`src/verilog/flash_params.svh`:
```
`ifndef FLASH_PARAMS_SVH
`define FLASH_PARAMS_SVH

// Device select values, data bus address bits 31:24
`define FLASH_DEV 8'h70
`define GPIO_DEV 8'h40

// SPI flash read command
`define SPI_READ_CMD 8'h03

// Address bits sent to the flash after the command
`define FLASH_ADR_BITS 24

`endif

```
`src/verilog/flash_pkg.sv`:
```
`default_nettype none

package flash_pkg;

    // Wishbone byte address
    typedef logic [31:0] wb_adr_t;

    // Wishbone data word
    typedef logic [31:0] wb_dat_t;

    // One select bit per byte lane
    typedef logic [3:0] wb_sel_t;

    // GPIO output register
    typedef logic [7:0] gpio_t;

endpackage

`default_nettype wire

```
`src/verilog/bus_arb.sv`:
```
`timescale 1ns/1ps
`default_nettype none

module bus_arb
    import flash_pkg::*;
(
    input  wire          ck,
    input  wire          RESET_LOOP,
    // Master A, high priority
    input  wire          i_a_cyc,
    input  wire wb_adr_t i_a_adr,
    output logic         o_a_ack,
    output wb_dat_t      o_a_rdt,
    // Master B, low priority
    input  wire          i_b_cyc,
    input  wire wb_adr_t i_b_adr,
    output logic         o_b_ack,
    output wb_dat_t      o_b_rdt,
    // Shared slave
    output logic         o_x_cyc,
    output wb_adr_t      o_x_adr,
    input  wire          i_x_ack,
    input  wire wb_dat_t i_x_rdt
);

    logic busy;
    logic owner_b;
    logic grant_a;
    logic grant_b;

    // Grant only when idle, A wins a tie
    always_ff @(posedge ck) begin
        if (RESET_LOOP) begin
            busy <= 1'b0;
            owner_b <= 1'b0;
        end else if (!busy) begin
            if (i_a_cyc) begin
                busy <= 1'b1;
                owner_b <= 1'b0;
            end else if (i_b_cyc) begin
                busy <= 1'b1;
                owner_b <= 1'b1;
            end
        end else if (i_x_ack) begin
            // Release once the ack has gone back
            busy <= 1'b0;
        end
    end

    assign grant_a = busy && !owner_b;
    assign grant_b = busy && owner_b;

    assign o_x_cyc = (grant_a && i_a_cyc) || (grant_b && i_b_cyc);
    assign o_x_adr = owner_b ? i_b_adr : i_a_adr;

    // Only the owner sees a response
    assign o_a_ack = grant_a && i_x_ack;
    assign o_a_rdt = grant_a ? i_x_rdt : '0;
    assign o_b_ack = grant_b && i_x_ack;
    assign o_b_rdt = grant_b ? i_x_rdt : '0;

endmodule

`default_nettype wire

```
`src/verilog/flash_dbus_bridge.sv`:
```
`timescale 1ns/1ps
`default_nettype none

`include "flash_params.svh"

module flash_dbus_bridge
    import flash_pkg::*;
(
    input  wire          ck,
    input  wire          RESET_LOOP,
    // Data bus slave side
    input  wire          i_dbus_cyc,
    input  wire          i_dbus_we,
    input  wire wb_adr_t i_dbus_adr,
    output logic         o_dbus_ack,
    output wb_dat_t      o_dbus_rdt,
    // Master side towards the arbiter
    output logic         o_fl_cyc,
    output wb_adr_t      o_fl_adr,
    input  wire          i_fl_ack,
    input  wire wb_dat_t i_fl_rdt
);

    logic hit;
    logic wr_ack;
    logic acked;

    assign hit = i_dbus_cyc && (i_dbus_adr[31:24] == `FLASH_DEV);

    // Reads go to the flash reader
    assign o_fl_cyc = hit && !i_dbus_we && !acked;
    assign o_fl_adr = wb_adr_t'(i_dbus_adr[`FLASH_ADR_BITS-1:0]);

    always_ff @(posedge ck) begin
        if (RESET_LOOP) begin
            wr_ack <= 1'b0;
            acked <= 1'b0;
        end else begin
            // Writes are dropped, one ack only
            wr_ack <= hit && i_dbus_we && !wr_ack && !acked;
            // Set by an ack, cleared when cyc falls
            acked <= i_dbus_cyc && (acked || o_dbus_ack);
        end
    end

    assign o_dbus_ack = wr_ack || i_fl_ack;
    assign o_dbus_rdt = i_fl_ack ? i_fl_rdt : '0;

endmodule

`default_nettype wire

```
`src/verilog/flash_subsys.sv`:
```
`timescale 1ns/1ps
`default_nettype none

`include "flash_params.svh"

module flash_subsys
    import flash_pkg::*;
(
    input  wire          ck,
    input  wire          RESET_LOOP,
    // Instruction fetch bus
    input  wire          i_ibus_cyc,
    input  wire wb_adr_t i_ibus_adr,
    output logic         o_ibus_ack,
    output wb_dat_t      o_ibus_rdt,
    // Data bus
    input  wire          i_dbus_cyc,
    input  wire          i_dbus_we,
    input  wire wb_adr_t i_dbus_adr,
    input  wire wb_dat_t i_dbus_dat,
    input  wire wb_sel_t i_dbus_sel,
    output logic         o_dbus_ack,
    output wb_dat_t      o_dbus_rdt,
    // GPIO and SPI pins
    output gpio_t        o_gpio,
    output logic         o_spi_cs,
    output logic         o_spi_sck,
    output logic         o_spi_mosi,
    input  wire          i_spi_miso
);

    // Bridge to arbiter
    logic fl_cyc;
    wb_adr_t fl_adr;
    logic fl_ack;
    wb_dat_t fl_rdt;

    // Arbiter to reader
    logic x_cyc;
    wb_adr_t x_adr;
    logic x_ack;
    wb_dat_t x_rdt;

    // Data bus slave responses
    logic flash_ack;
    wb_dat_t flash_rdt;
    logic gpio_ack;
    wb_dat_t gpio_rdt;

    flash_dbus_bridge u_bridge (
        .ck(ck),
        .RESET_LOOP(RESET_LOOP),
        .i_dbus_cyc(i_dbus_cyc),
        .i_dbus_we(i_dbus_we),
        .i_dbus_adr(i_dbus_adr),
        .o_dbus_ack(flash_ack),
        .o_dbus_rdt(flash_rdt),
        .o_fl_cyc(fl_cyc),
        .o_fl_adr(fl_adr),
        .i_fl_ack(fl_ack),
        .i_fl_rdt(fl_rdt)
    );

    gpio_regs u_gpio (
        .ck(ck),
        .RESET_LOOP(RESET_LOOP),
        .i_dbus_cyc(i_dbus_cyc),
        .i_dbus_we(i_dbus_we),
        .i_dbus_adr(i_dbus_adr),
        .i_dbus_dat(i_dbus_dat),
        .i_dbus_sel(i_dbus_sel),
        .o_dbus_ack(gpio_ack),
        .o_dbus_rdt(gpio_rdt),
        .o_gpio(o_gpio)
    );

    // Instruction fetch has priority over the flash window
    bus_arb u_arb (
        .ck(ck),
        .RESET_LOOP(RESET_LOOP),
        .i_a_cyc(i_ibus_cyc),
        .i_a_adr(i_ibus_adr),
        .o_a_ack(o_ibus_ack),
        .o_a_rdt(o_ibus_rdt),
        .i_b_cyc(fl_cyc),
        .i_b_adr(fl_adr),
        .o_b_ack(fl_ack),
        .o_b_rdt(fl_rdt),
        .o_x_cyc(x_cyc),
        .o_x_adr(x_adr),
        .i_x_ack(x_ack),
        .i_x_rdt(x_rdt)
    );

    spi_flash_reader u_reader (
        .ck(ck),
        .RESET_LOOP(RESET_LOOP),
        .i_cyc(x_cyc),
        .i_adr(x_adr),
        .o_rdt(x_rdt),
        .o_ack(x_ack),
        .o_spi_cs(o_spi_cs),
        .o_spi_sck(o_spi_sck),
        .o_spi_mosi(o_spi_mosi),
        .i_spi_miso(i_spi_miso)
    );

    // Idle slaves drive zero, unmapped addresses never ack
    assign o_dbus_ack = flash_ack | gpio_ack;
    assign o_dbus_rdt = flash_rdt | gpio_rdt;

endmodule

`default_nettype wire

```
`src/verilog/gpio_regs.sv`:
```
`timescale 1ns/1ps
`default_nettype none

`include "flash_params.svh"

module gpio_regs
    import flash_pkg::*;
(
    input  wire          ck,
    input  wire          RESET_LOOP,
    input  wire          i_dbus_cyc,
    input  wire          i_dbus_we,
    input  wire wb_adr_t i_dbus_adr,
    input  wire wb_dat_t i_dbus_dat,
    input  wire wb_sel_t i_dbus_sel,
    output logic         o_dbus_ack,
    output wb_dat_t      o_dbus_rdt,
    output gpio_t        o_gpio
);

    logic hit;
    logic wr_en;

    assign hit = i_dbus_cyc && (i_dbus_adr[31:24] == `GPIO_DEV);

    // Byte lane 0 only
    assign wr_en = hit && !o_dbus_ack && i_dbus_we && i_dbus_sel[0];

    always_ff @(posedge ck) begin
        if (RESET_LOOP) begin
            o_dbus_ack <= 1'b0;
            o_gpio <= '0;
        end else begin
            o_dbus_ack <= hit && !o_dbus_ack;
            if (wr_en) begin
                o_gpio <= i_dbus_dat[$bits(gpio_t)-1:0];
            end
        end
    end

    // Zero unless acking a read, safe to OR on the bus
    assign o_dbus_rdt = (o_dbus_ack && !i_dbus_we) ? wb_dat_t'(o_gpio) : '0;

endmodule

`default_nettype wire

```
`src/verilog/spi_flash_reader.sv`:
```
`timescale 1ns/1ps
`default_nettype none

`include "flash_params.svh"

module spi_flash_reader
    import flash_pkg::*;
(
    input  wire          ck,
    input  wire          RESET_LOOP,
    input  wire          i_cyc,
    input  wire wb_adr_t i_adr,
    output wb_dat_t      o_rdt,
    output logic         o_ack,
    output logic         o_spi_cs,
    output logic         o_spi_sck,
    output logic         o_spi_mosi,
    input  wire          i_spi_miso
);

    // Command plus address, then one data word
    localparam int OUT_BITS = 8 + `FLASH_ADR_BITS;
    localparam int XFER_BITS = OUT_BITS + $bits(wb_dat_t);
    localparam int CW = $clog2(XFER_BITS);
    localparam logic [CW-1:0] LAST_OUT = CW'(OUT_BITS - 1);
    localparam logic [CW-1:0] LAST_IN = CW'(XFER_BITS - 1);

    typedef enum logic [1:0] {
        ST_IDLE,
        ST_OUT,
        ST_IN,
        ST_DONE
    } state_t;

    state_t state;
    logic [CW-1:0] bit_cnt;
    wb_dat_t sreg;
    wb_dat_t rx_word;
    logic start;

    // New request, but not the one just acknowledged
    assign start = (state == ST_IDLE) && i_cyc && !o_ack;

    always_ff @(posedge ck) begin
        if (RESET_LOOP) begin
            state <= ST_IDLE;
            bit_cnt <= '0;
            o_spi_cs <= 1'b1;
            o_spi_sck <= 1'b0;
            o_ack <= 1'b0;
        end else begin
            o_ack <= 1'b0;
            case (state)
                ST_IDLE: begin
                    if (start) begin
                        bit_cnt <= '0;
                        o_spi_cs <= 1'b0;
                        state <= ST_OUT;
                    end
                end
                ST_OUT, ST_IN: begin
                    // Mode 0, SCK toggles every clock
                    o_spi_sck <= !o_spi_sck;
                    if (o_spi_sck) begin
                        bit_cnt <= bit_cnt + 1'b1;
                        if (bit_cnt == LAST_OUT) begin
                            state <= ST_IN;
                        end
                        if (bit_cnt == LAST_IN) begin
                            state <= ST_DONE;
                        end
                    end
                end
                ST_DONE: begin
                    o_spi_cs <= 1'b1;
                    o_ack <= 1'b1;
                    state <= ST_IDLE;
                end
                default: begin
                    state <= ST_IDLE;
                end
            endcase
        end
    end

    // Shared shift register, MSB goes out first and MISO comes in at the bottom
    always_ff @(posedge ck) begin
        if (start) begin
            sreg <= {`SPI_READ_CMD, i_adr[`FLASH_ADR_BITS-1:2], 2'b00};
        end else if ((state == ST_OUT || state == ST_IN) && o_spi_sck) begin
            sreg <= {sreg[$bits(wb_dat_t)-2:0], i_spi_miso};
        end
    end

    // First byte received is the lowest address
    assign rx_word = {sreg[7:0], sreg[15:8], sreg[23:16], sreg[31:24]};

    assign o_rdt = o_ack ? rx_word : '0;

    // Hold MOSI low outside the command phase
    assign o_spi_mosi = (state == ST_OUT) && sreg[$bits(wb_dat_t)-1];

endmodule

`default_nettype wire
```
`config.mk`:
```
export PLATFORM = sky130hd
export DESIGN_NAME = flash_subsys
export DESIGN_NICKNAME = d
export VERILOG_FILES = /design/src/verilog/flash_pkg.sv /design/src/verilog/bus_arb.sv /design/src/verilog/flash_dbus_bridge.sv /design/src/verilog/flash_subsys.sv /design/src/verilog/gpio_regs.sv /design/src/verilog/spi_flash_reader.sv
export VERILOG_INCLUDE_DIRS = /design/src /design/src/verilog
export SDC_FILE = /design/constraint.sdc
export NUM_CORES = 1
export LEC_CHECK = 0
export ABC_AREA = 0
export ABC_CLOCK_PERIOD_IN_PS = 8100
export BUFFER_PORTS_ARGS = -buffer_cell sky130_fd_sc_hd__buf_2
export CORE_MARGIN = 1.5
export CORE_UTILIZATION = 30
export CTS_CLUSTER_SIZE = 40
export DETAILED_ROUTE_END_ITERATION = 8
export SETUP_SLACK_MARGIN = 0.1
export SLEW_MARGIN = 15
export SYNTH_ARGS = -nofsm -noshare
export SYNTH_HDL_FRONTEND = slang
export SYNTH_HIERARCHICAL = 1
export SYNTH_SLANG_ARGS = --single-unit
```
`constraint.sdc`:
```
create_clock -name ck -period 8.1 [get_ports ck]
set_clock_uncertainty 0.15 [all_clocks]
set_input_delay 0 -clock ck [delete_from_list [all_inputs] [get_ports ck]]
set_output_delay 0 -clock ck [all_outputs]
set_load 0.01 [all_outputs]
```
Word-level counts from Yosys, hierarchy flattened
Cells that the tools add are included.
Storage, ports and cells
  memory bits (read-only): 0
  memory bits (writable): 0
  output and inout bits: 77
  memories: 0
  bits in latches: 0
  flip-flop bits (word level): 56
  logic and storage cells: 95
Operators by class
  bitwise operators: 3
  reductions and logical operators: 43
  muxes and demuxes: 25
  magnitude comparators: 0
  equality and inequality tests: 10
  div/mod/pow operators: 0
  $add $sub $neg: 1
  shift operators: 0
  multiply operators: 0
Operator list (number)
  $mux 32: 4
  $mux 24: 3
  $or 32x32->32: 1
  $logic_and 1x1->1: 22
  $eq 8x7->1 const B: 2
  $mux 6: 2
  $pmux 6 s2: 1
  $mux 1: 8
  $mux 2: 4
  $mux 8: 1
  $reduce_bool 2->1: 4
  $logic_not 1->1: 7
  $add 6x1->6 const B: 1
  $eq 6x5->1 const B: 1
  $eq 6x6->1 const B: 1
  $pmux 2 s3: 1
  $reduce_and 3->1: 2
  $eq 2x2->1 const B: 2
  $logic_or 1x1->1: 4
  $ne 2x1->1 const B: 2
  $reduce_and 2->1: 2
  $ne 3x1->1 const B: 1
  $eq 2x1->1 const B: 1
  $logic_not 2->1: 1
  4 further kinds: 4

Longest topological paths before layout
  depth after elaboration: 10
  depth in mapped cells: 9
  depth with buffers taken out: 8

Hierarchy
The synthesis kept the hierarchy.
By module, submodules not included
  spi_flash_reader: area each 2134.5 µm², instances 1, seq. area each 1081.0 µm², cells each 239
  bus_arb: area each 999.7 µm², instances 1, seq. area each 40.0 µm², cells each 123
  gpio_regs: area each 661.9 µm², instances 1, seq. area each 180.2 µm², cells each 74
  flash_dbus_bridge: area each 568.0 µm², instances 1, seq. area each 40.0 µm², cells each 79
  flash_subsys: area each 206.4 µm², instances 1, seq. area each 0.0 µm², cells each 33

Least setup slack after synthesis
OpenSTA, ideal clock, no wires.
  kind: register to register
  start point: reg u_bridge.acked
  end point: reg u_reader.sreg[10], enable pin
  stages on the path, launching flop included: 8
  period minus slack after synthesis: 2.884 ns
  arrival: 2.355 ns
  setup time: 0.379 ns
  setup slack: 5.216 ns
  path through: dfxtp_1 or4_4 nor4_1 mux2i_1 nor2_1 nand3b_4 clkbuf_1 nand2_1
On the way
  cells in the longest elaborated chain, start to end: 7
RTL lines
  start: declaration: RTL line flash_dbus_bridge.sv:26  | logic acked;
  start signal: assignment: RTL line flash_dbus_bridge.sv:42  | acked <= i_dbus_cyc && (acked || o_dbus_ack);
  $logic_not 1->1: RTL line flash_dbus_bridge.sv:31  | assign o_fl_cyc = hit && !i_dbus_we && !acked;
  $logic_and 1x1->1: RTL line flash_dbus_bridge.sv:31
  net fl_cyc: RTL line flash_subsys.sv:33  | logic fl_cyc;
  $logic_and 1x1->1: RTL line bus_arb.sv:53  | assign o_x_cyc = (grant_a && i_a_cyc) || (grant_b && i_b_cyc);
  $logic_or 1x1->1: RTL line bus_arb.sv:53
  net x_cyc: RTL line flash_subsys.sv:39  | logic x_cyc;
  $logic_and 1x1->1 (2 in a row): RTL line spi_flash_reader.sv:42  | assign start = (state == ST_IDLE) && i_cyc && !o_ack;
  $reduce_bool 2->1 (no line)
  end signal: assignment: RTL line spi_flash_reader.sv:89  | sreg <= {`SPI_READ_CMD, i_adr[`FLASH_ADR_BITS-1:2], 2'b00};
  end signal: assignment: RTL line spi_flash_reader.sv:91  | sreg <= {sreg[$bits(wb_dat_t)-2:0], i_spi_miso};
  end: declaration: RTL line spi_flash_reader.sv:37  | wb_dat_t sreg;
The timed path passes the listed nets, and every way through them passes these cells.
A chain may end at the register's enable or synchronous reset.

Worst setup path after layout
Same ends and word-level chain as after synthesis.

==> out/metrics.cfg <==
[clocking]
cts_buffers=5
cts_tree=built
clkLatencyLatePin_ns=0.29
path_clk_slew_ns=0.07
clock_sinks=56
cts_root_buf=clkbuf_16
cts.htree.levels=2
clk_path_buf_depth=2

[critical_path]
crit_arrival_ns=3.13
r2r_start=u_bridge/acked
worst-r2r-cell-count=6
path_max_fanout=27
worstSetupEndpointType=flop
rr_endpoint=u_reader/sreg[10]
rrSetupSlack_ns=4.73
critPathKind=flop to flop
cp-start-kind=flop
cp.required_ns=7.87

[layout]
synthToLayoutAreaGrowth_pct=30.1
nets=800
antenna_cells=0
drive_gt1_share_pct=28.2
final_common_cell=buf_2
finalCoreUtilization_pct=40.6
layout_common_cells=buf_2, and2_1, nand2_1, dlygate4sd3_1, and3_1

[pwr]
p_leak_uw=0.00279
p_sw_uw=178
p_seq_share_pct=46.9
power_frac_comb_pct=18.6
swShare_pct=25.3
peakVddDrop_mv=0.0739
p_total_uw=704
power_frac_clock_pct=34.4
p_int_uw=526
p_per_area_nw_per_um2=123

[status]
status=complete, but fails checks
violations=negative hold slack

[floorplanning]
io_pins=183
rows=43
die-height_um=124
die_x_um=124
initial_core_util_pct=31.2
core-area_um2=14000
dieArea_um2=15300

[min_path]
hold_class=primary input to flop
holdPathStages=4
holdPathEnd=u_reader/sreg[23]
hp-start=i_ibus_adr[23]

[global_routing]
grt_pass1_vias=3571
grt_max_degree=58
antenna_found_initial=0
grt_usage_pct=14.9
gr-total-overflow=0
grt_pass1_wl_um=18000

[routing]
first_iter_violations=114
met2_length_um=5280
routed_wl_um=11400
ant_nets=0
drt_pre_antenna_iters=4
dr_wl_met3_um=633
routedWlPerCell_um=13.0
vias=3809
detail_route.vias_per_cell=4.37
wl_met1_um=5290
topRoutingLayerUsed=met4
route.detailed.drc=0

[timing]
fin_hold_ws_ns=-0.00799
fmaxAchievable_mhz=297
grt_setup_unrepaired=false
period_needed_ns=3.37
max-slew-margin-rel_pct=37.0
tns_ns=0
hold_viol=1
slew_viol_final=0
period_share_pct=41.6
tightest_slew_ns=0.943
finalSetupViolCount=0

[place]
numPortBuffers=143
place_congestion=0.842
hpwlAfterDp_um=8000

[yosys]
synth.cell_area_um2=4380
yosys_warnings=6
syn_inst=527
syn_area_per_cell_um2=8.31

[flow_run]
cap_violations=0

-- per-layer routing --
metal	GRT usage, %	up-vias
met5	0	-
met4	3.81	0
met3	2.61	8
met2	25.1	105
met1	19.7	1710
li1	-	1986
-- metrics by stage --
stage	area [um^2]	std cells	setup WS (ns)
after global placement	4890	799	4.72
final	5700	871	4.73
after global routing	5700	871	4.42
after floorplan	4470	550	5.22
after detailed placement	4890	799	4.70
after CTS	5700	871	4.68
-- sequential cells by signal (all words and copies together), names as in the netlist, 2 cells and up --
name,cells
u_reader/bit_cnt,6
u_gpio/o_gpio,8
u_reader/sreg,32
u_reader/state,2
-- layout make-up --
type	count	area, um^2
Inverter	8	30.0
Timing Repair Buffer	212	1390
Tap cell	180	225
Sequential cell	56	1340
Fill cell	1430	8340
Multi-Input combinational cell	407	2540
Clock inverter	2	35.0
Clock buffer	6	129
-- power groups by stage --
| stage | clock network (uW) | logic, uW | registers, uW |
|---|---|---|---|
| after global routing | 267 | 146 | 333 |
| after CTS | 252 | 132 | 331 |
| final | 242 | 131 | 330 |
| after floorplan | 0 | 89.8 | 332 |
| after global placement | 0 | 110 | 336 |
| after detailed placement | 0 | 112 | 337 |
-- critical path, stage by stage, from the launching register on --
cell	delay [ns]
dfxtp_1	0.32
or4_4	0.53
nor4_1	0.41
mux2i_1	0.14
nor2_1	0.28
nand3b_4	0.33
nand2_1	0.82
-- timing repair --
| item | CTS | global route |
|---|---|---|
| resized for setup | 0 | 0 |
| hold endpoints to repair | 36 | 0 |
| endpoints found under the setup margin | 0 | 0 |
| buffers inserted | 0 | 0 |
| hold buffers | 64 | 0 |
-- worst max path at each step --
| stage | startpoint | to | depth (start not counted) |
|---|---|---|---|
| final | u_bridge/acked | u_reader/sreg[10] | 6 |
| after global routing | u_bridge/acked | u_reader/sreg[22] | 6 |
| after CTS | u_bridge/acked | u_reader/sreg[22] | 6 |
| after detailed placement | u_bridge/acked | u_reader/sreg[11] | 6 |
| after global placement | u_bridge/acked | u_reader/sreg[11] | 6 |
| after floorplan | u_bridge/acked | u_reader/sreg[10] | 7 |
Note: power is estimated with default switching activity, not from simulation.
